$ cat src/hdl/vdp_regs_pkg.sv
// cpu register map and interrupt bit layout
// shared by the bus decoder, the interrupt block and the top level
`default_nettype none

package vdp_regs_pkg;

    localparam int REG_NUM_W = 4;

    // register numbers on bus_reg_num_i
    localparam logic [REG_NUM_W-1:0] REG_VRAM_ADDR = 4'h0;  // auto-incrementing pointer
    localparam logic [REG_NUM_W-1:0] REG_VRAM_DATA = 4'h1;  // data port at pointer
    localparam logic [REG_NUM_W-1:0] REG_VRAM_INCR = 4'h2;
    localparam logic [REG_NUM_W-1:0] REG_INTR      = 4'h3;  // hi = mask, lo = status
    localparam logic [REG_NUM_W-1:0] REG_LINE_CMP  = 4'h4;
    localparam logic [REG_NUM_W-1:0] REG_DISP_BASE = 4'h5;
    localparam logic [REG_NUM_W-1:0] REG_STATUS    = 4'h6;  // read only

    // interrupt sources
    localparam int INTR_W     = 2;
    localparam int INTR_FRAME = 0;          // start of line 0
    localparam int INTR_LINE  = 1;          // line == line_cmp

    localparam int STATUS_BUSY = 15;        // vram request outstanding

endpackage

`default_nettype wire

$ cat src/hdl/intr_ctrl.sv
// sticky interrupt status with mask, drives the cpu interrupt line
`default_nettype none
`timescale 1ns/100ps

module intr_ctrl(
    input  wire logic                               clk,
    input  wire logic                               reset_i,
    input  wire logic [vdp_regs_pkg::INTR_W-1:0]    intr_signal_i,  // one-cycle events
    input  wire logic [vdp_regs_pkg::INTR_W-1:0]    intr_clear_i,
    input  wire logic [vdp_regs_pkg::INTR_W-1:0]    intr_mask_i,
    output logic      [vdp_regs_pkg::INTR_W-1:0]    intr_status_o,
    output logic                                    bus_intr_o      // level
);
    import vdp_regs_pkg::*;

    always_ff @(posedge clk) begin
        if (reset_i) begin
            intr_status_o <= {INTR_W{1'b0}};
            bus_intr_o    <= 1'b0;
        end else begin
            // a new event beats a clear of the same bit
            intr_status_o <= (intr_status_o & ~intr_clear_i) | intr_signal_i;
            bus_intr_o    <= |(intr_status_o & intr_mask_i);
        end
    end

endmodule

`default_nettype wire

$ cat config.mk
export PLATFORM = sky130hd
export DESIGN_NAME = intr_ctrl
export DESIGN_NICKNAME = d
export VERILOG_FILES = /design/src/hdl/vdp_regs_pkg.sv /design/src/hdl/intr_ctrl.sv
export SDC_FILE = /design/constraint.sdc
export NUM_CORES = 1
export LEC_CHECK = 0
export ABC_AREA = 1
export BUFFER_PORTS_ARGS = -buffer_cell sky130_fd_sc_hd__buf_2
export CORE_AREA = 2 2 39 41
export DETAILED_ROUTE_END_ITERATION = 10
export DIE_AREA = 0 0 41 43
export PLACE_DENSITY_LB_ADDON = 0.08
export SLEW_MARGIN = 40
export SYNTH_ARGS = -nofsm -noshare
export SYNTH_HDL_FRONTEND = slang
export SYNTH_SLANG_ARGS = --single-unit
$ cat constraint.sdc
create_clock -name clk -period 0.9 [get_ports clk]
set_clock_uncertainty 0.2 [all_clocks]
set_input_delay 0 -clock clk [delete_from_list [all_inputs] [get_ports clk]]
set_output_delay 0 -clock clk [all_outputs]
set_load 0.01 [all_outputs]
==> results of run 1 <==
==> state kept, by name (all words and copies together) (netlist names) <==
name and flops:
bus_intr_o 1, intr_status_o 2
==> cells in the final DEF, fill, tap and decap left out <==
| master | instances |
|---|---|
| nand2_2 | 1 |
| nand2_1 | 3 |
| inv_1 | 3 |
| inv_2 | 1 |
| clkbuf_1 | 1 |
| a21oi_1 | 1 |
| dfxtp_1 | 1 |
| a21oi_2 | 2 |
| dlygate4sd3_1 | 7 |
| buf_6 | 2 |
| clkbuf_4 | 3 |
| buf_2 | 6 |
| dfxtp_2 | 2 |
==> kinds of logic after synthesis <==
logic type / share of synthesized area [%]
AND/OR/NAND/NOR: 13.79
buffers and inverters: 13.79
flip-flops: 55.17
AO/OA/AOI/OAI: 17.24
==> power by group through the flow <==
stage / sequential (mW) / combinational [mW] / clock [mW]
floorplan: 0.153 / 0.0114 / 0
finish: 0.149 / 0.0705 / 0.243
CTS: 0.147 / 0.0654 / 0.256
global route: 0.150 / 0.0781 / 0.280
global placement: 0.148 / 0.0415 / 0
detailed placement: 0.148 / 0.0419 / 0
==> stage by stage <==
step           instance area (um2)  utilization, %  setup slack, ns  setup TNS, ns
2_1_floorplan                108.9               -          0.07249              0
3_3_place_gp                 178.9           12.93           0.1350              0
3_5_place_dp                 178.9           12.93           0.1253              0
4_1_cts                      277.8           20.07         0.003080              0
5_1_grt                      286.5           20.71         -0.02106       -0.02614
6_report                     286.5           20.71          0.01863              0
==> synthesized netlist by cell type <==
cell type | number | area, um2
a21oi_1 | 2 | 10.01
a21oi_2 | 1 | 8.760
dfxtp_1 | 3 | 60.06
inv_1 | 4 | 15.01
nand2_1 | 4 | 15.01
==> layout make-up <==
type / count / area share, %
repair buffers: 15 / 42.79
flip-flops and latches: 3 / 21.83
multi-input cells: 7 / 13.97
clock buffers: 4 / 9.170
well taps: 16 / 6.987
inverters: 4 / 5.240
==> timing repair <==
item                                    CTS  global route
hold buffers                              7             0
pin swaps                                 0             2
endpoints found under the setup margin    2             4
resized for setup                         2             5
buffers inserted                          0             0
hold endpoints to repair                  3             0
==> worst max-delay path by stage <==
stage	start	end	depth (start not counted)	slack, ns
finish	intr_status_o[1]	intr_status_o[1]	1	0.02
CTS	intr_status_o[1]	intr_status_o[1]	1	0.003
detailed placement	intr_status_o[0]	bus_intr_o	2	0.13
global route	intr_status_o[1]	intr_status_o[1]	1	-0.02
global placement	intr_status_o[0]	bus_intr_o	2	0.14
floorplan	intr_status_o[0]	bus_intr_o	2	0.07
==> per-layer routing <==
metal | GRT usage, % | up-vias | share of wire [%]
li1 | - | 78 | -
met1 | 5.431 | 71 | 28
met2 | 7.813 | 4 | 59
met3 | 7.853 | 0 | 12
met4 | 4.000 | 0 | 0
met5 | 0 | - | 0
==> out/results.ini, run 1 <==
[yosys]
synth.distinct_cells=5
synth_seq_cells=3
syn_inst=14
syn_area_per_cell_um2=7.775
netlist_area_um2=108.9
synth_fp_nets=22
yosysWarnings=0
yosysSeqAreaShare_pct=55.17

[final_layout]
layout-drive-gt1-share_pct=51.52
area_growth_pct=163.2
regArea_um2=62.56
final_nets=42
final_cells=49
nFillCells=162
multi_input_area_um2=40.04
num_antenna_cells=0

[clock_network]
root_buffer=clkbuf_4
clockBufferDepth=2
clk_pin_slew_worst_paths_ns=0.04
clock_latency_ns=0.24
cts_buffers=3
htree_levels=1
cts_tree=yes
cts.sinks=3

[pwr]
clkPwrFrac_pct=52.5
internal_power_uw=356.2
p_seq_share_pct=32.2
power_uw=462.0
swShare_pct=22.91
p_comb_share_pct=15.2
ir_drop_v=0.0005361
power_density_mw_per_mm2=1613
p_sw_uw=105.8
p_leak_nw=0.1375

[drt]
dr_total_vias=153
drt-total-wl_um=351
vias_per_cell=3.122
wl_per_cell_um=7.163
detail-route-antenna-nets=0
drt_iter0_drc=4
post-route-drc-count=0
first_pass_iters=2

[sta]
slew_headroom_pct=93.61
max_freq_mhz=1135
worstMarginPinSlew_ns=0.09580
fin_hold_ws_ns=0.2749
hold_viol_final=0
rsz0062_at_grt=yes
fin_crit_sh_pct=97.93
setup_viol=0
fin_crit_ns=0.8814
slew_viol_final=0

[critical_path]
path_class=reg2out
critical-path-top-delay-family=flip-flops
rrSetupSlack_ns=0.12
slowest_delay_ns=0.34
r2r_end=intr_status_o[0]
required_ns=0.70
arrival_ns=0.68
crit_chain=buf_6
startpoint_type=register
setup.worst_path.end_class=output pin
ff2ff_path_depth=2
crit_path_top_delay_cell=dfxtp_2
cp_max_fo=3
critical_path_buf_inv_count=1
reg2reg_from=intr_status_o[0]

[grt]
grt_pass1_wl_um=634
grt.total_usage_pct=6.313
first_global_vias=174
grt_max_degree=4
antenna_found_initial=0
gr-total-overflow=0

[worst_hold_path]
hold_path_end=intr_status_o[0]
worstHoldStart=intr_status_o[0]
min_path_type=reg2reg
holdPathStages=2

[place]
dp_hpwl_um=242.2
io_buffers=10
dp.cells=40
place_congestion=0.5681

[run_status]
status=completed

[floorplan]
dieArea_mm2=0.001763
dieWidth_um=41
initial_core_util_pct=7.866
num_rows=14
die_h_um=43
num_io_pins=11
core_mm2=0.001384

[run]
cap_viol_max_count=0

Power figures use the tool's default switching activity.
==> run 2, diff against run 1 <==
MAX_ROUTING_LAYER = met4   (was default)
SLEW_MARGIN = default   (was 40)
clock period = 1.03 ns   (was 0.9 ns; I/O delays follow)
==> out/results.ini, run 2 (same netlist as run 1, synthesis figures left out) <==
[sta]
fin_hold_ws_ns=0.2675
max_freq_mhz=1105
fin_crit_sh_pct=87.88
fin_crit_ns=0.9051
setup_viol=0
finalSetupTns_ns=0
rsz0062_at_grt=no
hold_viol_final=0
slew_headroom_pct=93.68
slew_viol_final=0
worstMarginPinSlew_ns=0.09486

[pwr]
power_density_mw_per_mm2=1439
ir_drop_v=0.0004523
p_leak_nw=0.1424

[critical_path]
cp_max_fo=3
arrival_ns=0.71
required_ns=0.83
startpoint_type=register
crit_path_top_delay_cell=dfxtp_1
critical-path-top-delay-family=flip-flops
critical_path_buf_inv_count=1
ff2ff_path_depth=2
slowest_delay_ns=0.33
crit_chain=buf_2
path_class=reg2out
reg2reg_from=intr_status_o[0]
r2r_end=bus_intr_o
rrSetupSlack_ns=0.26
setup.worst_path.end_class=output pin

[final_layout]
utilization_pct=19.89
final_cell_mix=buf_2 (10), dlygate4sd3_1 (7), inv_1 (4), nand2_1 (4)
final_nets=44
num_antenna_cells=0
largest_reg_flops=2
layout-drive-gt1-share_pct=40.00
reg_top3=intr_status_o (2), bus_intr_o (1)
area_growth_pct=152.9
final_cell_area_um2=275.3
final_common_cell=buf_2
final_cells=51
largest_register=intr_status_o

[drt]
wl_per_cell_um=6.961
first_pass_iters=2
post-route-drc-count=0
dr_total_vias=162
vias_per_cell=3.176
detail-route-antenna-nets=0
drt_iter0_drc=3
drt-total-wl_um=355

[worst_hold_path]
min_path_type=reg2reg
holdPathStages=2
worstHoldStart=intr_status_o[1]
hold_path_end=intr_status_o[1]

[floorplan]
num_rows=14
core_mm2=0.001384
dieArea_mm2=0.001763
die_h_um=43
num_io_pins=11
initial_core_util_pct=7.866
dieWidth_um=41

[clock_network]
root_buffer=clkbuf_4
cts_resized=0
cts.sinks=3
clockBufferDepth=2
htree_levels=1
cts_tree=yes
clk_pin_slew_worst_paths_ns=0.04
cts_buffers=3
cts_setup_buffers=0
ctsHoldBuffers=7
clock_latency_ns=0.24

[run]
cap_viol_max_count=0

[grt]
antenna_found_initial=0
gr-total-overflow=0
grt_pass1_wl_um=648
first_global_vias=178
grt.total_usage_pct=6.578
grt_max_degree=4

[place]
dp_hpwl_um=242.2
place_area_um2=178.9
place_congestion=0.5707
io_buffers=10
dp.cells=40

[run_status]
status=completed

[run 2: worst max-delay path by stage]
stage,slack [ns],endpoint,from,cells after the start
floorplan,0.20,bus_intr_o,intr_status_o[0],2
global placement,0.27,bus_intr_o,intr_status_o[0],2
detailed placement,0.26,bus_intr_o,intr_status_o[0],2
CTS,0.11,intr_status_o[1],intr_status_o[1],1
global route,0.07,intr_status_o[1],intr_status_o[1],1
finish,0.12,intr_status_o[0],intr_status_o[0],1
[run 2: layout make-up]
class                   count  area [um2]
well taps                  16       20.02
inverters                   4       15.01
flip-flops and latches      3       60.06
repair buffers             17       120.1
fillers                   159        1109
multi-input cells           7       33.78
clock buffers               4       26.28
[run 2: per-layer routing]
layer	global-route usage (%)	wire (um)
met1	5.449	102
met2	8.125	209
met4	4.000	0
met3	7.853	43
met5	-	0
[run 2: power by group]
part           leakage, nW  internal [mW]  switching [mW]
clock network       0.0150          0.146          0.0669
registers           0.0249          0.124         0.00349
logic                0.102         0.0363          0.0197
total                0.142          0.306          0.0901
[run 2: per-stage QoR]
| stage | worst slack, ns | power, mW |
|---|---|---|
| after floorplan | 0.2025 | 0.1433 |
| after global placement | 0.2650 | 0.1656 |
| after detailed placement | 0.2553 | 0.1661 |
| after CTS | 0.1107 | 0.4086 |
| after global routing | 0.06598 | 0.4379 |
| final | 0.1249 | 0.3961 |
[run 2: worst min-delay path: cells and delay by family, from the launching register on]
kind	cells	cell delay (ns)
AO/OA/AOI/OAI	1	0.05
flip-flops	1	0.31
AND/OR/NAND/NOR	1	0.06
