--- src/hdl/vdp_regs_pkg.sv ---
// cpu register map and interrupt bit layout
// shared by the bus decoder, the interrupt block and the top level
`default_nettype none

package vdp_regs_pkg;

    localparam int REG_NUM_W = 4;

    // register numbers on bus_reg_num_i
    localparam logic [REG_NUM_W-1:0] REG_VRAM_ADDR = 4'h0;  // auto-incrementing pointer
    localparam logic [REG_NUM_W-1:0] REG_VRAM_DATA = 4'h1;  // data port at pointer
    localparam logic [REG_NUM_W-1:0] REG_VRAM_INCR = 4'h2;
    localparam logic [REG_NUM_W-1:0] REG_INTR      = 4'h3;  // hi = mask, lo = status
    localparam logic [REG_NUM_W-1:0] REG_LINE_CMP  = 4'h4;
    localparam logic [REG_NUM_W-1:0] REG_DISP_BASE = 4'h5;
    localparam logic [REG_NUM_W-1:0] REG_STATUS    = 4'h6;  // read only

    // interrupt sources
    localparam int INTR_W     = 2;
    localparam int INTR_FRAME = 0;          // start of line 0
    localparam int INTR_LINE  = 1;          // line == line_cmp

    localparam int STATUS_BUSY = 15;        // vram request outstanding

endpackage

`default_nettype wire

--- src/hdl/vdp_video_pkg.sv ---
// vram geometry and scan timing for the video controller
// sizes the counters, the fetch address math and the vram ports
`default_nettype none

package vdp_video_pkg;

    localparam int WORD_W         = 16;     // vram word
    localparam int VADDR_W        = 12;     // vram word address
    localparam int VRAM_WORDS     = 4096;
    localparam int PIX_W          = 4;      // color index per pixel
    localparam int PIX_PER_WORD   = 4;      // msb nibble shown first

    // horizontal, in pixel clocks
    localparam int H_VISIBLE      = 32;
    localparam int H_TOTAL        = 48;
    localparam int HSYNC_START    = 36;
    localparam int HSYNC_END      = 42;     // exclusive

    // vertical, in lines
    localparam int V_VISIBLE      = 8;
    localparam int V_TOTAL        = 12;
    localparam int VSYNC_START    = 9;
    localparam int VSYNC_END      = 10;     // exclusive

    localparam int WORDS_PER_LINE = 8;      // H_VISIBLE / PIX_PER_WORD

    localparam int HCNT_W         = 6;
    localparam int VCNT_W         = 4;

endpackage

`default_nettype wire

--- src/hdl/bus_regs.sv ---
// cpu byte bus front end: register file, word assembly and vram port client
// drives the four-phase request port towards vram_arb
`default_nettype none
`timescale 1ns/100ps

module bus_regs(
    input  wire logic                                   clk,
    input  wire logic                                   reset_i,
    input  wire logic                                   bus_cs_n_i,     // strobe, active low
    input  wire logic                                   bus_rd_nwr_i,   // 1 = read
    input  wire logic [vdp_regs_pkg::REG_NUM_W-1:0]     bus_reg_num_i,
    input  wire logic                                   bus_bytesel_i,  // 0 = high byte
    input  wire logic [7:0]                             bus_data_i,
    output logic      [7:0]                             bus_data_o,
    output logic                                        regs_req_o,
    output logic                                        regs_wr_o,
    output logic      [vdp_video_pkg::VADDR_W-1:0]      regs_addr_o,
    output logic      [vdp_video_pkg::WORD_W-1:0]       regs_wdata_o,
    input  wire logic                                   regs_ack_i,
    input  wire logic [vdp_video_pkg::WORD_W-1:0]       regs_rdata_i,
    output logic      [vdp_regs_pkg::INTR_W-1:0]        intr_mask_o,
    output logic      [vdp_regs_pkg::INTR_W-1:0]        intr_clear_o,   // one cycle
    input  wire logic [vdp_regs_pkg::INTR_W-1:0]        intr_status_i,
    output logic      [vdp_video_pkg::VCNT_W-1:0]       line_cmp_o,
    output logic      [vdp_video_pkg::VADDR_W-1:0]      disp_base_o
);
    import vdp_video_pkg::*;
    import vdp_regs_pkg::*;

    enum logic [1:0] {ST_IDLE, ST_REQ, ST_ACK_LOW} state;

    logic [7:0]         hold_hi;        // high byte waits here for the low byte
    logic [WORD_W-1:0]  wr_word;
    logic               wr_hi;
    logic               wr_lo;
    logic               rd_any;
    logic [VADDR_W-1:0] vram_addr;
    logic [VADDR_W-1:0] vram_incr;
    logic [WORD_W-1:0]  prefetch;       // last vram read result
    logic               go;             // launch a vram access this cycle
    logic               go_wr;
    logic [VADDR_W-1:0] go_addr;
    logic [WORD_W-1:0]  rd_word;

    assign wr_hi   = !bus_cs_n_i && !bus_rd_nwr_i && !bus_bytesel_i;
    assign wr_lo   = !bus_cs_n_i && !bus_rd_nwr_i && bus_bytesel_i;  // commit
    assign rd_any  = !bus_cs_n_i && bus_rd_nwr_i;
    assign wr_word = {hold_hi, bus_data_i};

    // low byte write to INTR clears the status bits written as 1
    assign intr_clear_o = (wr_lo && bus_reg_num_i == REG_INTR) ? bus_data_i[INTR_W-1:0] : '0;

    // which bus cycles start a vram access, and where
    always_comb begin
        go      = 1'b0;
        go_wr   = 1'b0;
        go_addr = vram_addr;
        if (wr_lo && bus_reg_num_i == REG_VRAM_ADDR) begin
            go      = 1'b1;                     // prefetch at the new address
            go_addr = wr_word[VADDR_W-1:0];
        end
        if (bus_reg_num_i == REG_VRAM_DATA && bus_bytesel_i && !bus_cs_n_i) begin
            go    = 1'b1;                       // lo read refills, lo write stores
            go_wr = !bus_rd_nwr_i;
        end
        go = go && (state == ST_IDLE);          // dropped while busy, cpu polls first
    end

    // register read mux
    always_comb begin
        rd_word = '0;
        case (bus_reg_num_i)
            REG_VRAM_ADDR: rd_word[VADDR_W-1:0] = vram_addr;
            REG_VRAM_DATA: rd_word = prefetch;
            REG_VRAM_INCR: rd_word[VADDR_W-1:0] = vram_incr;
            REG_INTR: begin
                rd_word[8 +: INTR_W]  = intr_mask_o;
                rd_word[INTR_W-1:0]   = intr_status_i;
            end
            REG_LINE_CMP:  rd_word[VCNT_W-1:0] = line_cmp_o;
            REG_DISP_BASE: rd_word[VADDR_W-1:0] = disp_base_o;
            REG_STATUS:    rd_word[STATUS_BUSY] = (state != ST_IDLE);
            default:       rd_word = '0;   // unused registers read 0
        endcase
    end

    always_ff @(posedge clk) begin
        if (reset_i) begin
            hold_hi     <= 8'h00;
            vram_addr   <= '0;
            vram_incr   <= VADDR_W'(1);
            line_cmp_o  <= '0;
            disp_base_o <= '0;
            intr_mask_o <= '0;
            prefetch    <= '0;
            bus_data_o  <= 8'h00;
            regs_req_o  <= 1'b0;
            regs_wr_o   <= 1'b0;
            state       <= ST_IDLE;
        end else begin
            if (wr_hi) begin
                hold_hi <= bus_data_i;
                if (bus_reg_num_i == REG_INTR) begin
                    intr_mask_o <= bus_data_i[INTR_W-1:0];   // mask takes effect at once
                end
            end
            if (wr_lo) begin
                case (bus_reg_num_i)
                    REG_VRAM_ADDR: vram_addr   <= wr_word[VADDR_W-1:0];
                    REG_VRAM_INCR: vram_incr   <= wr_word[VADDR_W-1:0];
                    REG_LINE_CMP:  line_cmp_o  <= wr_word[VCNT_W-1:0];
                    REG_DISP_BASE: disp_base_o <= wr_word[VADDR_W-1:0];
                    default: ;
                endcase
            end
            if (rd_any) begin
                bus_data_o <= bus_bytesel_i ? rd_word[7:0] : rd_word[WORD_W-1 -: 8];
            end

            // four-phase request fsm
            case (state)
                ST_IDLE: if (go) begin
                    regs_req_o <= 1'b1;
                    regs_wr_o  <= go_wr;
                    vram_addr  <= go_addr + vram_incr;  // every access advances
                    state      <= ST_REQ;
                end
                ST_REQ: if (regs_ack_i) begin
                    regs_req_o <= 1'b0;
                    if (!regs_wr_o) begin
                        prefetch <= regs_rdata_i;
                    end
                    state <= ST_ACK_LOW;
                end
                default: if (!regs_ack_i) begin
                    state <= ST_IDLE;                   // arb has released ack
                end
            endcase
        end
    end

    // request payload, held while req is high
    always_ff @(posedge clk) begin
        if (go) begin
            regs_addr_o  <= go_addr;
            regs_wdata_o <= wr_word;
        end
    end

endmodule

`default_nettype wire

--- config.mk ---
export PLATFORM = sky130hd
export DESIGN_NAME = bus_regs
export DESIGN_NICKNAME = d
export VERILOG_FILES = /design/src/hdl/vdp_regs_pkg.sv /design/src/hdl/vdp_video_pkg.sv /design/src/hdl/bus_regs.sv
export SDC_FILE = /design/constraint.sdc
export NUM_CORES = 1
export LEC_CHECK = 0
export ABC_AREA = 1
export BUFFER_PORTS_ARGS = -buffer_cell sky130_fd_sc_hd__buf_2
export CORE_MARGIN = 8
export CORE_UTILIZATION = 47
export CTS_CLUSTER_SIZE = 20
export DETAILED_ROUTE_END_ITERATION = 12
export GPL_ROUTABILITY_DRIVEN = 0
export PLACE_DENSITY_LB_ADDON = 0.1
export SLEW_MARGIN = 20
export SYNTH_ARGS = -nofsm -noshare
export SYNTH_HDL_FRONTEND = slang
export SYNTH_SLANG_ARGS = --single-unit
--- constraint.sdc ---
create_clock -name clk -period 2.4 [get_ports clk]
set_input_delay 0.12 -clock clk [delete_from_list [all_inputs] [get_ports clk]]
set_output_delay 0.12 -clock clk [all_outputs]
set_load 0.05 [all_outputs]
==> metrics.md <==
| Metric | Value |
|---|---|
| # rows | `37` |
| Largest net degree at the start of global routing | `47` |
| Sequential area share after synthesis | `between 40% and 50%` |
| Clk sinks | `between 100 and 150` |
| Clk_lat worst skew | `about 0.38 ns` |
| Mapped Avg Cell Area | `7.74 µm²` |
| Initial antenna violation count | `0` |
| Die area | `between 10000 and 15000 µm²` |
| CP Capture Type | `register` |
| Final ANT Viol Nets | `0` |
| GR Overflow Total | `0` |
| Synth area leaders | `dfxtp_1 31%, edfxtp_1 17%, nand2_1 9.1%` |
| Area share of the largest cell type after synthesis | `between 30 and 40%` |
| Port Buf Inserts | `between 90 and 100` |
| Final setup TNS | `0 ns` |
| Setup Crit Path Kind | `register to register` |
| H-Tree Depth | `3` |
| Critical Path RT | `2.65 ns` |
| Routed met3 length | `about 910 µm` |
| Die Ht | `119 µm` |
| Synth Net Count | `a little under 700` |
| Post-CTS sizing | `0` |
| CP Data Arrival Time | `2.31 ns` |
| Status | `finished, final reports clean` |
| Clock skew | `between 0.01 and 0.015 ns` |
| Vias in the first global route | `4704` |
| Worst VDD drop | `around 0.29 mV` |
| Critical path cell sequence | `inv_1, o21ai_0, ha_1, nand2_1, nand3_1, a21oi_1, xor2_1, a21oi_1` |
| Via count | `4709` |
| Minimum clock period | `slightly above 2 ns` |
| 1st-pass router iterations | `5` |
| Setup violators final | `0` |
| Fin crit share | `85.8%` |
| Finished Cell Area | `between 5000 and 6000 µm²` |
| Final Hold Viols | `0` |
| Worst path bufs/invs | `1` |
| Post-synth EDFFs | `28` |
| Min-delay worst type | `input port to register` |
| Clk buf depth | `2` |
| Fmax | `486 MHz` |
| Setup bufs post-CTS | `0` |
| Synth Register Bits | `approximately 110` |
| CP Launch Type | `register` |
| DRC | `0` |
| # fillers | `~970` |
| Number of cells on the critical path | `8` |
| GRT Util Overall | `20.9%` |
| Final #Nets | `between 800 and 900` |
| Max layer used | `met4` |
| WL final | `approximately 15 mm` |
| Most used cell, CP | `a21oi_1` |
| Yosys cell types | `35` |
| Largest area contributor in the netlist | `dfxtp_1` |
| Reg2Reg Capture Point | `vram_addr[7]$_SDFF_PP0_` |
| Core Footprint | `approximately 10000 µm²` |
| Detailed Place HPWL | `10.9 mm` |
| # IOs | `94` |
| Layout cells sized above 1 | `approximately a fifth` |
| Post-synth top flop | `dfxtp_1` |
| CP top delay family | `compound AO/OA/AOI/OAI gates` |
| Pwr dens | `about 550 nW/µm²` |
| Num CTS Buffers | `9` |
| Number of DRC markers in iteration 0 | `approximately 310` |
| Vias per cell | `5.27` |
| CTS tree | `built` |
| Synth warn | `0` |
| Max Slew Vio Count | `0` |
| Critical Path End | `vram_addr[7]$_SDFF_PP0_` |
| Worst slew pin tran | `between 0.7 and 0.8 ns` |
| CP max stage cell | `ha_1` |
| M1 WL | `about 6.4 mm` |
| CTS clk-pin slew, worst paths | `approximately 0.11 ns` |
| Layout area overhead | `18.6%` |
| Met2 WL | `6.81 mm` |
| Placed inst area | `approximately 5600 µm²` |
| Mapped Cells | `around 640` |
| Slowest cell delay on critical path | `roughly 0.38 ns` |
| Worst R2R Start | `vram_addr[2]$_SDFF_PP0_` |
| RSZ-0062 raised after global routing | `false` |
| Post-CTS Hold Buffers | `10` |
| Cell area after synthesis | `4980 µm²` |
| Critical path fanouts, max | `6` |
| Root Buffer | `clkbuf_8` |
| Starting density of the core | `48.3%` |
| Max-Cap Viols | `0` |
| Post-synth ARST share | `0%` |
| First-pass GRT wire length | `23.8 mm` |
| Die width | `around 120 µm` |
| R2R setup slack | `between 0.3 and 0.4 ns` |
| Antenna Cells | `0` |
| Max-slew headroom | `50.3%` |
| LEAKAGE | `between 2 and 3 nW` |
| WL/cell | `about 16 µm` |
| Worst Reg2Reg Path Length in Cells | `8` |
| Crit. Startpoint | `vram_addr[2]$_SDFF_PP0_` |
==> flip-flops by register name, indices dropped and copies added, names as in the netlist <==
| register | cells |
|---|---|
| disp_base_o | 12 |
| hold_hi | 8 |
| regs_wr_o | 1 |
| bus_data_o | 8 |
| intr_mask_o | 2 |
| vram_incr | 12 |
| vram_addr | 12 |
| line_cmp_o | 4 |
| state | 2 |
| regs_addr_o | 12 |
| regs_wdata_o | 16 |
| regs_req_o | 1 |
| prefetch | 16 |
==> placed cells by master, fill, tap and decap left out, types with 4 or more instances in the layout <==
master,n
dlygate4sd3_1,10
edfxtp_1,28
nor2_2,4
buf_2,93
inv_1,60
a21oi_1,41
clkbuf_8,9
dfxtp_1,78
xor2_1,5
nand4_1,5
nand3_1,28
nor2_4,5
nand2_1,121
o22ai_1,4
ha_1,12
buf_4,13
nor2_1,113
nand2_2,4
o21ai_0,90
==> synth_stat cells, types with 3 or more instances <==
library cell,n
nand4_1,5
o21ai_1,3
nand2_1,121
a21oi_1,41
nand2_2,4
o22ai_1,4
o21ai_0,90
xor2_1,5
edfxtp_1,28
inv_2,3
dfxtp_1,78
ha_1,12
nand2_4,3
nor2_4,5
nor2_2,4
clkbuf_1,9
buf_6,4
buf_2,5
nand3_1,28
inv_1,60
nor2_1,113
==> metrics by stage <==
stage	total power, W	std cells	setup slack, ns	utilization (%)	hold WS, ns
6_report	0.00324	894	0.342	57.2	0.0135
2_1_floorplan	0.00208	644	0.347	-	0.219
3_5_place_dp	0.00219	868	0.0646	54.5	0.346
4_1_cts	0.00326	894	0.333	57.2	0.0142
5_1_grt	0.00336	894	0.177	57.2	0.0148
3_3_place_gp	0.00219	868	0.0859	54.5	0.344
==> worst register-to-register path: cells and delay by family (launching register included) <==
kind                     cells  cell delay [ns]
adder cells (fa/ha/maj)      1             0.38
buffers and inverters        1             0.06
AND/OR/NAND/NOR              2             0.31
flip-flops                   1             0.33
XOR/XNOR                     1             0.17
AO/OA/AOI/OAI                3             0.67
==> area by class of cell <==
class / count / area, µm² / share of cell area [%]
Inverter: 66 / 260 / 4.40
Clock inverter: 7 / 60.1 / 1.02
Sequential cell: 106 / 2400 / 40.7
Tap cell: 136 / 170 / 2.88
Clock buffer: 9 / 124 / 2.10
Multi-Input combinational cell: 453 / 2210 / 37.4
Timing Repair Buffer: 117 / 683 / 11.6
==> routing by layer <==
layer  global-route usage, %  vias up
li1                        -     2316
met1                    25.8     2173
met2                    34.4      190
met3                    4.49       30
met4                    9.72        0
met5                       0        -
==> power by group <==
part           internal [W]  switching [W]
Sequential          0.00186      0.0000193
Clock              0.000398       0.000678
Combinational     0.0000926       0.000197
==> cells by family (layout without fill, tap and decap cells) <==
logic type      Yosys count  in the layout  share of synthesized area, %
compound gates          144            144                          14.8
xor+xnor                  7              7                          1.23
fa+ha+maj                13             13                          3.41
buf+inv                  85            199                          7.46
flops                   106            106                          48.2
simple gates            289            289                          24.9
==> worst min path at each step <==
stage	startpoint	end	slack, ns	depth (start not counted)
detailed placement	regs_rdata_i[13]	prefetch[13]$_SDFFE_PP0P_	0.35	3
global placement	regs_rdata_i[13]	prefetch[13]$_SDFFE_PP0P_	0.34	3
floorplan	bus_data_i[0]	regs_wdata_o[0]$_DFFE_PP_	0.22	0
finish	regs_rdata_i[1]	prefetch[1]$_SDFFE_PP0P_	0.01	3
CTS	regs_rdata_i[0]	prefetch[0]$_SDFFE_PP0P_	0.01	3
global route	bus_data_i[6]	regs_wdata_o[6]$_DFFE_PP_	0.01	1
(Power assumes the default switching activity.)
