$ cat src/hdl/vdp_video_pkg.sv
// vram geometry and scan timing for the video controller
// sizes the counters, the fetch address math and the vram ports
`default_nettype none

package vdp_video_pkg;

    localparam int WORD_W         = 16;     // vram word
    localparam int VADDR_W        = 12;     // vram word address
    localparam int VRAM_WORDS     = 4096;
    localparam int PIX_W          = 4;      // color index per pixel
    localparam int PIX_PER_WORD   = 4;      // msb nibble shown first

    // horizontal, in pixel clocks
    localparam int H_VISIBLE      = 32;
    localparam int H_TOTAL        = 48;
    localparam int HSYNC_START    = 36;
    localparam int HSYNC_END      = 42;     // exclusive

    // vertical, in lines
    localparam int V_VISIBLE      = 8;
    localparam int V_TOTAL        = 12;
    localparam int VSYNC_START    = 9;
    localparam int VSYNC_END      = 10;     // exclusive

    localparam int WORDS_PER_LINE = 8;      // H_VISIBLE / PIX_PER_WORD

    localparam int HCNT_W         = 6;
    localparam int VCNT_W         = 4;

endpackage

`default_nettype wire

$ cat src/hdl/video_timing.sv
// raster counters, sync and enable, vram fetch and pixel shift-out
// pixels leave three clocks after their counter position, syncs are delayed to match
`default_nettype none
`timescale 1ns/100ps

module video_timing(
    input  wire logic                               clk,
    input  wire logic                               reset_i,
    input  wire logic [vdp_video_pkg::VADDR_W-1:0]  disp_base_i,
    input  wire logic [vdp_video_pkg::VCNT_W-1:0]   line_cmp_i,
    output logic                                    vid_rd_o,
    output logic      [vdp_video_pkg::VADDR_W-1:0]  vid_addr_o,
    input  wire logic [vdp_video_pkg::WORD_W-1:0]   vid_rdata_i,
    output logic                                    hsync_o,
    output logic                                    vsync_o,
    output logic                                    dv_de_o,
    output logic      [vdp_video_pkg::PIX_W-1:0]    pixel_o,
    output logic                                    frame_start_o,
    output logic                                    line_match_o
);
    import vdp_video_pkg::*;

    logic [HCNT_W-1:0]  h_cnt;
    logic [VCNT_W-1:0]  v_cnt;
    logic               h_last;
    logic               v_last;
    logic               visible;
    logic               hs;
    logic               vs;
    logic [VADDR_W-1:0] line_off;
    logic [VADDR_W-1:0] col_off;
    logic               load_q;         // vram word arrives this cycle
    logic [WORD_W-1:0]  shift;
    logic [2:0]         ctl_d1;         // {hs, vs, de} delay
    logic [2:0]         ctl_d2;

    assign h_last  = (h_cnt == HCNT_W'(H_TOTAL - 1));
    assign v_last  = (v_cnt == VCNT_W'(V_TOTAL - 1));
    assign visible = (h_cnt < HCNT_W'(H_VISIBLE)) && (v_cnt < VCNT_W'(V_VISIBLE));
    assign hs      = (h_cnt >= HCNT_W'(HSYNC_START)) && (h_cnt < HCNT_W'(HSYNC_END));
    assign vs      = (v_cnt >= VCNT_W'(VSYNC_START)) && (v_cnt < VCNT_W'(VSYNC_END));

    // one fetch per word, on the first pixel of each group of four
    assign line_off   = VADDR_W'(v_cnt) * VADDR_W'(WORDS_PER_LINE);
    assign col_off    = VADDR_W'(h_cnt / HCNT_W'(PIX_PER_WORD));
    assign vid_rd_o   = visible && (h_cnt[1:0] == 2'b00);
    assign vid_addr_o = disp_base_i + line_off + col_off;  // wraps at vram size

    always_ff @(posedge clk) begin
        if (reset_i) begin
            h_cnt         <= '0;
            v_cnt         <= '0;
            frame_start_o <= 1'b0;
            line_match_o  <= 1'b0;
        end else begin
            h_cnt <= h_last ? '0 : h_cnt + 1'b1;
            if (h_last) begin
                v_cnt <= v_last ? '0 : v_cnt + 1'b1;
            end
            frame_start_o <= (h_cnt == '0) && (v_cnt == '0);
            line_match_o  <= (h_cnt == '0) && (v_cnt == line_cmp_i);
        end
    end

    // fetch at h, data at h+1, loaded for h+2, on the pins at h+3
    always_ff @(posedge clk) begin
        if (reset_i) begin
            load_q  <= 1'b0;
            shift   <= '0;
            pixel_o <= '0;
            ctl_d1  <= 3'b000;
            ctl_d2  <= 3'b000;
            hsync_o <= 1'b0;
            vsync_o <= 1'b0;
            dv_de_o <= 1'b0;
        end else begin
            load_q  <= vid_rd_o;
            pixel_o <= shift[WORD_W-1 -: PIX_W];    // msb nibble first
            shift   <= load_q ? vid_rdata_i : {shift[WORD_W-PIX_W-1:0], {PIX_W{1'b0}}};
            ctl_d1  <= {hs, vs, visible};
            ctl_d2  <= ctl_d1;
            hsync_o <= ctl_d2[2];
            vsync_o <= ctl_d2[1];
            dv_de_o <= ctl_d2[0];
        end
    end

endmodule

`default_nettype wire

$ cat config.mk
export PLATFORM = sky130hd
export DESIGN_NAME = video_timing
export DESIGN_NICKNAME = d
export VERILOG_FILES = /design/src/hdl/vdp_video_pkg.sv /design/src/hdl/video_timing.sv
export SDC_FILE = /design/constraint.sdc
export NUM_CORES = 1
export LEC_CHECK = 0
export BUFFER_PORTS_ARGS = -buffer_cell sky130_fd_sc_hd__buf_2
export CAP_MARGIN = 25
export CORE_MARGIN = 2
export CORE_UTILIZATION = 52
export CTS_BUF_LIST = sky130_fd_sc_hd__clkbuf_16
export CTS_CLUSTER_DIAMETER = 200
export CTS_CLUSTER_SIZE = 12
export DETAILED_ROUTE_END_ITERATION = 8
export PLACE_DENSITY = 0.79
export SYNTH_ARGS = -nofsm -noshare
export SYNTH_HDL_FRONTEND = slang
export SYNTH_SLANG_ARGS = --single-unit
$ cat constraint.sdc
create_clock -name clk -period 2.6 [get_ports clk]
set_input_delay 0.39 -clock clk [delete_from_list [all_inputs] [get_ports clk]]
set_output_delay 0.39 -clock clk [all_outputs]
set_load 0.02 [all_outputs]
==> results of run 1 <==
[area by class of cell]
cell class | instances | area, um^2 | share of cell area
clock buffers | 5 | 125 | 0.0465
clock inverters | 2 | 33.8 | 0.0126
inverters | 13 | 48.8 | 0.0181
multi-input cells | 148 | 1190 | 0.443
flip-flops and latches | 42 | 843 | 0.314
well taps | 48 | 60.1 | 0.0223
repair buffers | 66 | 387 | 0.144
[metrics by stage]
step           cell area, um^2  hold slack, ns  power (mW)  utilization  cells
6_report                  2690           0.313        1.52        0.724    324
5_1_grt                   2690           0.318        1.59        0.724    324
4_1_cts                   2630           0.310        1.53        0.707    323
3_5_place_dp              2420           0.420       0.862        0.651    315
3_3_place_gp              2420           0.417       0.857        0.651    315
2_1_floorplan             2050           0.414       0.803            -    210
[critical path: stages, from the launching register on]
cell	delay (ns)
dfxtp_2	0.33
inv_2	0.05
fa_1	0.51
inv_2	0.05
ha_4	0.28
nand3_2	0.07
o2111a_2	0.29
a21boi_2	0.18
xor2_2	0.14
buf_4	0.15
[per-layer routing]
| layer | global-route usage | up-vias | part of all wire |
|---|---|---|---|
| met5 | 0 | - | 0 |
| met4 | 0.0689 | 0 | 0.011 |
| met3 | 0.0439 | 4 | 0.044 |
| met2 | 0.323 | 32 | 0.52 |
| met1 | 0.213 | 741 | 0.43 |
| li1 | - | 842 | - |
[power groups by stage]
stage	sequential (mW)	combinational, mW	clock, mW
6_report	0.685	0.173	0.664
5_1_grt	0.689	0.193	0.705
4_1_cts	0.686	0.168	0.675
3_5_place_dp	0.699	0.162	0
3_3_place_gp	0.698	0.158	0
2_1_floorplan	0.697	0.105	0
[kinds of logic after synthesis]
group                    share of synthesized area
adder cells (fa/ha/maj)                      0.137
buffers and inverters                       0.0406
multiplexers                                0.0689
AND/OR/NAND/NOR                              0.193
AO/OA/AOI/OAI                               0.0787
flip-flops                                   0.413
XOR/XNOR                                    0.0689
[Yosys cell counts]
cell type	count
o21ai_1	1
buf_4	1
nor4_1	2
nand3_4	1
fa_1	2
a21boi_1	1
nor2b_1	13
buf_1	2
nand2b_2	1
nor2_1	17
xnor2_1	10
a21boi_2	1
a21oi_1	9
a21o_1	1
o2111a_2	1
nand3_1	10
nor3b_1	2
ha_1	19
o31ai_1	1
a31oi_1	1
nor3_2	1
a211oi_1	2
xor2_1	6
and3_1	2
dfxtp_1	42
o21ai_0	5
nand2b_1	3
clkbuf_1	1
and2_1	4
inv_1	13
o2bb2ai_1	1
mux2i_1	14
nand2_1	7
nor2_4	1
o32ai_1	1
buf_2	3
nor3_1	8
[state kept, by name (all words and copies together), names as in the netlist]
name,cells
hsync_o,1
vsync_o,1
frame_start_o,1
dv_de_o,1
h_cnt,6
ctl_d2,3
load_q,1
pixel_o,4
shift,16
v_cnt,4
line_match_o,1
ctl_d1,3
[worst max-delay path by stage]
stage | startpoint | endpoint | slack (ns) | cells after the start
2_1_floorplan | v_cnt[0] | vid_addr_o[10] | -0.03 | 8
3_3_place_gp | disp_base_i[1] | vid_addr_o[7] | -0.08 | 9
3_5_place_dp | disp_base_i[1] | vid_addr_o[7] | -0.18 | 9
4_1_cts | h_cnt[5] | vid_addr_o[8] | -0.1 | 9
5_1_grt | h_cnt[5] | vid_addr_o[8] | -0.19 | 9
6_report | h_cnt[5] | vid_addr_o[8] | -0.11 | 9
[cells in the final DEF (no fill, tap or decap), drive strengths merged, types with 4 or more instances in the layout]
master	n
a21oi	9
and2	4
buf	66
clkbuf	5
dfxtp	42
ha	19
inv	13
mux2i	14
nand2	7
nand2b	4
nand3	11
nor2	18
nor2b	13
nor3	9
o21ai	6
xnor2	10
xor2	6
[timing repair]
item                                    in CTS  in global routing
resized for setup                           15                 14
hold endpoints to repair                     0                  0
setup buffers                                1                  1
pin swaps                                   11                  6
endpoints found under the setup margin       8                  8
gates cloned                                 0                  0
==> results.md, run 1 <==
* Maxcap violations at 0
* Initial antenna violation count at 0
* Largest net degree at the start of global routing at between 40 and 50
* GR Overflow Total at 0
* Combinational share of power at 0.114
* Sum of negative setup slack at -0.351 ns
* First-pass GRT wire length at 6160 um
* Largest area contributor in the netlist: dfxtp_1
* Syn nets at ~270
* Final worst setup slack at -0.106 ns
* Via/cell ratio at 5.00
* Die Wd at ~67 um
* Cell Area, Synth at 0.00203 mm^2
* Max-slew violation count at 0
* Hold violation count in the final report at 0
* CTS Hold Buffers Added at 0
* Net Sw Power at ~0.33 mW
* Flop-to-flop setup slack at about 1.3 ns
* CP Launch Type: flop
* Core box area at 0.00372 mm^2
* Die Height at about 67 um
* Hold_sp: vid_rdata_i[1]
* WP data required at 2.21 ns
* Clock Power Share at 0.436
* Reg-to-Reg End: v_cnt[3]
* Clk Latency, worst-skew pair at 0.27 ns
* Worst hold path depth at 2
* Final min period at 2.71 ns
* Vias in the first global route at roughly 1500
* Worst-margin pin slew at 0.670 ns
* Hold endpoint: shift[1]
* Status: finished, violations left
* Flop pwr share at 0.450
* Synth area leaders: dfxtp_1 (41%), ha_1 (12%), mux2i_1 (6.9%), xnor2_1 (4.3%), nor2b_1 (4.0%)
* Netlist cell types at 37
* Via count at 1619
* Violated checks: setup timing
* CTS tree: done
* CTS Buf Count at 5
* PwrDens at ~570 mW/mm^2
* Final #Nets at approximately 330
* Total Die Area at ~0.0044 mm^2
* Place WS at -0.177 ns
* # rows at 22
* Layout cells sized above 1 at 0.348
* Initial core utilization at 0.547
* Clock Tree Root: clkbuf_16
* IO Count at 56
* FMAX at roughly 370 MHz
* Sw frac at 0.214
* Area grow syn2layout at 32.2%
* CP Class: reg -> out
* Tot GR Track Use at 0.183
* Seq/Total Area, Yosys at 0.413
* Synth Register Bits at 42
* Post-DRT Antenna Nets at 0
* Worst clock skew at 0.00277 ns
* Crit share post-route at 1.04
* Layout fillers at 270
* Iteration-0 DRC Markers at 83
* Placer congestion estimate at 0.837
* Min-delay worst type: in -> reg
* Cell Int Power at 1.20 mW
* Worst R2R Path Depth at 5
* Drt wl/cell at 11.9 um
* Clock sinks at 42
* CTS Buffer Depth at 2
* Routed wire length at 3860 um
* Arr. time, crit path at about 2.3 ns
* Synth Instances at 210
* Final setup fails at 5
* Diodes inserted at 0
* DR pass1 iterations at 4
* Worst vdd ir at 0.000375 V
* Top cell type's share of synthesized area at 0.413
* Slew HR at 0.554
* Crit path capture type: output port
* Drt drc at 0
* Yosys warnings at 0
* Critical Path Fanout Max at 3
* Leakage at around 1.2 nW
* RSZ-0062 raised after global routing: true
* Avg Synthesized Cell Area at 9.69 um^2
* Hpwl dp at 2690 um
* Clock Pin Slew Worst Setup and Hold Paths at 0.06 ns
* H-tree depth at 2
* IO buf count at 55
* FF-to-FF Start: h_cnt[1]
Power figures use the tool's default switching activity.
==> run 2, diff against run 1 <==
CORE_UTILIZATION = 36   (was 52)
PLACE_DENSITY = 0.59   (was 0.79)
==> results.md, run 2 (synthesis results as in run 1) <==
* Worst vdd ir at 0.000324 V (-14%)
* Post-DRT Antenna Nets at 0 (unchanged)
* Clock Pin Slew Worst Setup and Hold Paths at 0.06 ns (about the same)
* Worst-margin pin slew at 0.693 ns (+0.0232 ns)
* Placer congestion estimate at 0.793 (-5.3%)
* CP Launch Type: flop
* Worst clock skew at 0.00393 ns (+0.00116 ns)
* Max FFs per register at 16 (unchanged)
* FMAX at 370 MHz (about the same)
* RSZ-0062 raised after global routing: true
* Largest net degree at the start of global routing at 25 (-39%)
* Hpwl dp at 2730 um (+1.4%)
* Initial core utilization at 0.372 (-0.176)
* Final core utilization at 0.497 (-0.227)
* Layout cells sized above 1 at 0.363 (+0.0152)
* Placed Area at 0.00249 mm^2 (+2.8%)
* First-pass GRT wire length at 6210 um (+0.80%)
* CP Class: reg -> out
* Violated checks: setup timing
* Status: finished, violations left
* Drt wl/cell at 10.4 um (-13%)
* Crit path capture type: output port
* Register with the highest flop count: shift
* Via/cell ratio at 4.54 (-9.2%)
* Place WS at -0.156 ns (+0.0213 ns)
* Diodes inserted at 0 (unchanged)
* Initial antenna violation count at 0 (unchanged)
* Crit share post-route at 1.04 (about the same)
* Max stage delay on crit path at 0.51 ns (about the same)
* IO buf count at 55 (unchanged)
* Slowest-stage cell, CP: fa_1
* Final setup fails at 5 (unchanged)
* Max-slew violation count at 0 (unchanged)
* CTS tree: done
* CTS Buf Count at 5 (unchanged)
* WP data required at 2.21 ns (about the same)
* GR Overflow Total at 0 (unchanged)
* Sum of negative setup slack at -0.400 ns (-0.0492 ns)
* Power consumption at 1.43 mW (-6.1%)
* Clk Latency, worst-skew pair at 0.28 ns (about the same)
* Total Die Area at 0.00627 mm^2 (+42%)
* Drt drc at 0 (unchanged)
* Min-delay worst type: in -> reg
* Die Wd at 79.2 um (+19%)
* Hold violation count in the final report at 0 (unchanged)
* IO Count at 56 (unchanged)
* Most frequent cells in the layout: buf_2 (49), dfxtp_1 (39), buf_4 (20)
* Critical Path Fanout Max at 3 (unchanged)
* Top flop regs: shift: 16 flops, h_cnt: 6 flops
* # rows at 27 (+23%)
* PwrDens at 526 mW/mm^2 (-7.1%)
* Arr. time, crit path at 2.32 ns (about the same)
* Area grow syn2layout at 33.7%
* Final min period at 2.71 ns (-0.00118 ns)
* Vias in the first global route at 1486 (+0.88%)
* GR peak layer: met2
* DR pass1 iterations at 4 (unchanged)
* Critical path cell sequence: inv_2 > fa_1 > inv_2 > ha_4 > a211oi_2 > o21ai_1 > a21oi_2 > xnor2_1 > buf_2
* Die Height at 79.2 um (+19%)
* Clock sinks at 42 (unchanged)
* Final #Nets at 336 (+1.5%)
* Via count at 1602 (-1.1%)
* Met2 global-route usage at 0.213 (-0.110)
* M1 GR Usage at 0.150 (-0.0635)
* H-tree depth at 2 (unchanged)
* Maxcap violations at 0 (unchanged)
* CTS Buffer Depth at 2 (unchanged)
* Most common cell after layout, fill and taps aside: buf_2
* Iteration-0 DRC Markers at 67 (-19%)
* Final worst setup slack at -0.105 ns (+0.00118 ns)
* Met3 usage at 0.0352 (-0.00869)
* Tot GR Track Use at 0.124 (-0.0586)
* Most frequent CP cell: inv_2
* Finished Cell Area at 0.00272 mm^2 (+1.2%)
* Leakage at 1.20 nW (+0.91%)
* Routed wire length at 3670 um (-4.7%)
* Core box area at 0.00547 mm^2 (+47%)
* Slew HR at 0.537 (-0.0161)
* Clock Tree Root: clkbuf_16
==> run 2: cell types whose count changed in the layout (fill, tap and decap cells not counted), sizes merged <==
cell / previous run / this run
bufinv: 1 / 0
buf: 66 / 71
clkinv: 1 / 2
==> run 2: where the power goes <==
part	switching [mW]	total, mW	internal [mW]
logic	0.0869	0.170	0.0830
registers	0.0158	0.685	0.669
clock network	0.229	0.575	0.346
==> run 2: final timing paths <==
path	depth (start not counted)	startpoint	end	slack (ns)
max	9	v_cnt[0]	vid_addr_o[7]	-0.11
max reg2reg	5	h_cnt[1]	v_cnt[3]	1.26
min reg2reg	1	ctl_d1[2]	ctl_d2[2]	0.44
min	2	vid_rdata_i[0]	shift[0]	0.31
==> run 2: per-stage QoR <==
stage | cells | hold WS [ns]
global placement | 344 | 0.418
detailed placement | 344 | 0.422
finish | 353 | 0.307
global route | 353 | 0.319
floorplan | 210 | 0.414
CTS | 352 | 0.306
==> run 2: metal layers <==
layer  up-vias  share of wire
met1       718           0.47
met5         -              0
met2        30           0.48
met3         4          0.044
li1        850              -
met4         0          0.013
==> run 2: what timing repair did <==
item,in CTS,in global routing
pin swaps,6,4
hold buffers,0,0
setup endpoints to repair,8,8
resized for setup,16,10
buffers inserted,1,1
==> run 2: worst max-delay path: cells and delay by family, from the launching register on <==
kind | cells | cell delay [ns]
AOI/OAI and AO/OA | 3 | 0.58
xor gates and xnor gates | 1 | 0.12
adders and majority gates | 2 | 0.76
buffers and inverters | 3 | 0.26
DFF | 1 | 0.33
==> run 2: layout make-up <==
cell class / instances / area (um^2)
Clock buffer: 5 / 125
Multi-Input combinational cell: 148 / 1180
Sequential cell: 42 / 845
Tap cell: 72 / 90.1
Inverter: 13 / 48.8
Clock inverter: 2 / 10.0
Timing Repair Buffer: 71 / 418
Fill cell: 528 / 2750
==> run 3, diff against run 2 <==
SETUP_SLACK_MARGIN = 0.3   (was default)
==> results.md, run 3 (synthesis results as in run 1) <==
* Total Die Area at 0.00627 mm^2 (unchanged)
* Tot GR Track Use at 0.122 (-0.00220)
* Initial antenna violation count at 0 (unchanged)
* Crit share post-route at 1.05 (+0.0107)
* Die Height at 79.2 um (unchanged)
* Area grow syn2layout at 37.0%
* Critical Path Fanout Max at 3 (unchanged)
* Clk Latency, worst-skew pair at 0.27 ns (about the same)
* RSZ-0062 raised after global routing: true
* WP data required at 2.21 ns (about the same)
* Worst hold path depth at 2 (unchanged)
* First-pass GRT wire length at 6120 um (-1.4%)
* Final setup fails at 5 (unchanged)
* Core box area at 0.00547 mm^2 (unchanged)
* Largest net degree at the start of global routing at 25 (unchanged)
* Iteration-0 DRC Markers at 85 (+27%)
* CP Class: reg -> out
* Top flop regs: shift: 16 flops, h_cnt: 6 flops
* IO Count at 56 (unchanged)
* Layout fillers at 519 (-1.7%)
* Routed wire length at 3650 um (-0.68%)
* Most common cell after layout, fill and taps aside: buf_2
* IO buf count at 55 (unchanged)
* Layout cells sized above 1 at 0.375 (+0.0120)
* Crit path capture type: output port
* Violated checks: setup timing
* Worst clock skew at 0.00410 ns (+0.000169 ns)
* Final core utilization at 0.509 (+0.0121)
* Worst vdd ir at 0.000365 V (+13%)
* Most frequent cells in the layout: buf_2 (47), dfxtp_1 (38), buf_4 (18)
* Clock sinks at 42 (unchanged)
* Reg-to-Reg End: v_cnt[3]
* Initial core utilization at 0.372 (unchanged)
* # rows at 27 (unchanged)
* Worst R2R Path Depth at 5 (unchanged)
* Via/cell ratio at 4.54 (about the same)
* Arr. time, crit path at 2.34 ns (+0.02 ns)
* Drt wl/cell at 10.4 um (-0.40%)
* Placer congestion estimate at 0.740 (-6.7%)
* Hold_sp: vid_rdata_i[0]
* Final worst setup slack at -0.133 ns (-0.0278 ns)
* Flop-to-flop setup slack at 1.26 ns (about the same)
* Max-slew violation count at 0 (unchanged)
* Register with the highest flop count: shift
* Min-delay worst type: in -> reg
* Status: finished, violations left
* H-tree depth at 2 (unchanged)
* Die Wd at 79.2 um (unchanged)
* FF-to-FF Start: h_cnt[0]
* Worst-margin pin slew at 0.689 ns (-0.00409 ns)
* Diodes inserted at 0 (unchanged)
* FMAX at 366 MHz (-1.0%)
* CTS Buf Count at 5 (unchanged)
* CTS tree: done
* Hold endpoint: shift[0]
* Drt drc at 0 (unchanged)
* Place WS at -0.0762 ns (+0.0797 ns)
* Sum of negative setup slack at -0.499 ns (-0.0982 ns)
* CP Launch Type: flop
* Hold violation count in the final report at 0 (unchanged)
* Vias in the first global route at 1415 (-4.8%)
* Final min period at 2.73 ns (+0.0278 ns)
* Max FFs per register at 16 (unchanged)
* Hpwl dp at 2760 um (+1.1%)
* Clock Tree Root: clkbuf_16
* Clock Pin Slew Worst Setup and Hold Paths at 0.06 ns (about the same)
* Post-DRT Antenna Nets at 0 (unchanged)
* GR Overflow Total at 0 (unchanged)
* Leakage at 1.22 nW (+1.9%)
* CTS Hold Buffers Added at 0 (unchanged)
* DR pass1 iterations at 4 (unchanged)
* Final #Nets at 334 (-0.60%)
* Maxcap violations at 0 (unchanged)
* CTS Buffer Depth at 2 (unchanged)
* PwrDens at 540 mW/mm^2 (+2.8%)
* Via count at 1599 (-0.19%)
* Slew HR at 0.540 (+0.00273)
[run 3: area by class of cell]
type,instances,area [um^2],area share
clock inverter,2,11.3,0.00404
tap,72,90.1,0.0323
sequential,42,848,0.304
multi-input combinational,148,1220,0.437
inverter,13,53.8,0.0193
timing repair buffer,69,415,0.149
clock buffer,6,150,0.0539
[run 3: how the worst max path moves through the flow]
stage | to | depth (start not counted) | slack, ns | startpoint
2_1_floorplan | vid_addr_o[10] | 8 | 0.16 | h_cnt[5]
3_3_place_gp | vid_addr_o[7] | 9 | -0.07 | disp_base_i[1]
3_5_place_dp | vid_addr_o[7] | 9 | -0.08 | disp_base_i[1]
4_1_cts | vid_addr_o[8] | 9 | -0.18 | v_cnt[0]
5_1_grt | vid_addr_o[10] | 9 | -0.24 | h_cnt[5]
6_report | vid_addr_o[8] | 9 | -0.13 | h_cnt[5]
[run 3: per-stage QoR]
step                      hold slack [ns]  total power [mW]  area, um^2  std cells
after floorplan                     0.414             0.807        2110        210
after global placement              0.417             0.864        2500        338
after detailed placement            0.422             0.866        2500        338
after CTS                           0.305              1.52        2750        350
after global routing                0.314              1.58        2790        352
final                               0.309              1.51        2790        352
[run 3: per-layer routing]
metal / part of all wire / routed length (um) / global-route usage / up-vias
met4: 0.011 / 40 / 0.0414 / 0
met1: 0.47 / 1730 / 0.159 / 716
met2: 0.47 / 1710 / 0.197 / 31
met3: 0.044 / 161 / 0.0318 / 6
met5: 0 / 0 / 0 / -
li1: - / - / - / 846
[run 3: what timing repair did]
action	CTS	global route
resized for setup	16	6
buffers inserted	4	2
setup endpoints to repair	8	9
pin swaps	11	9
[run 3: power by group]
| group | switching (mW) | internal, mW |
|---|---|---|
| combinational | 0.0892 | 0.0884 |
| clock | 0.234 | 0.410 |
| sequential | 0.0158 | 0.668 |
[run 3: worst max-delay path, cell delays in order (launching register included)]
cell      delay (ns)
dfxtp_2         0.35
inv_4           0.04
fa_1            0.51
inv_2           0.04
ha_4            0.27
nand3_2         0.07
o2111a_2        0.30
a21boi_4        0.17
xor2_2          0.17
buf_6           0.14
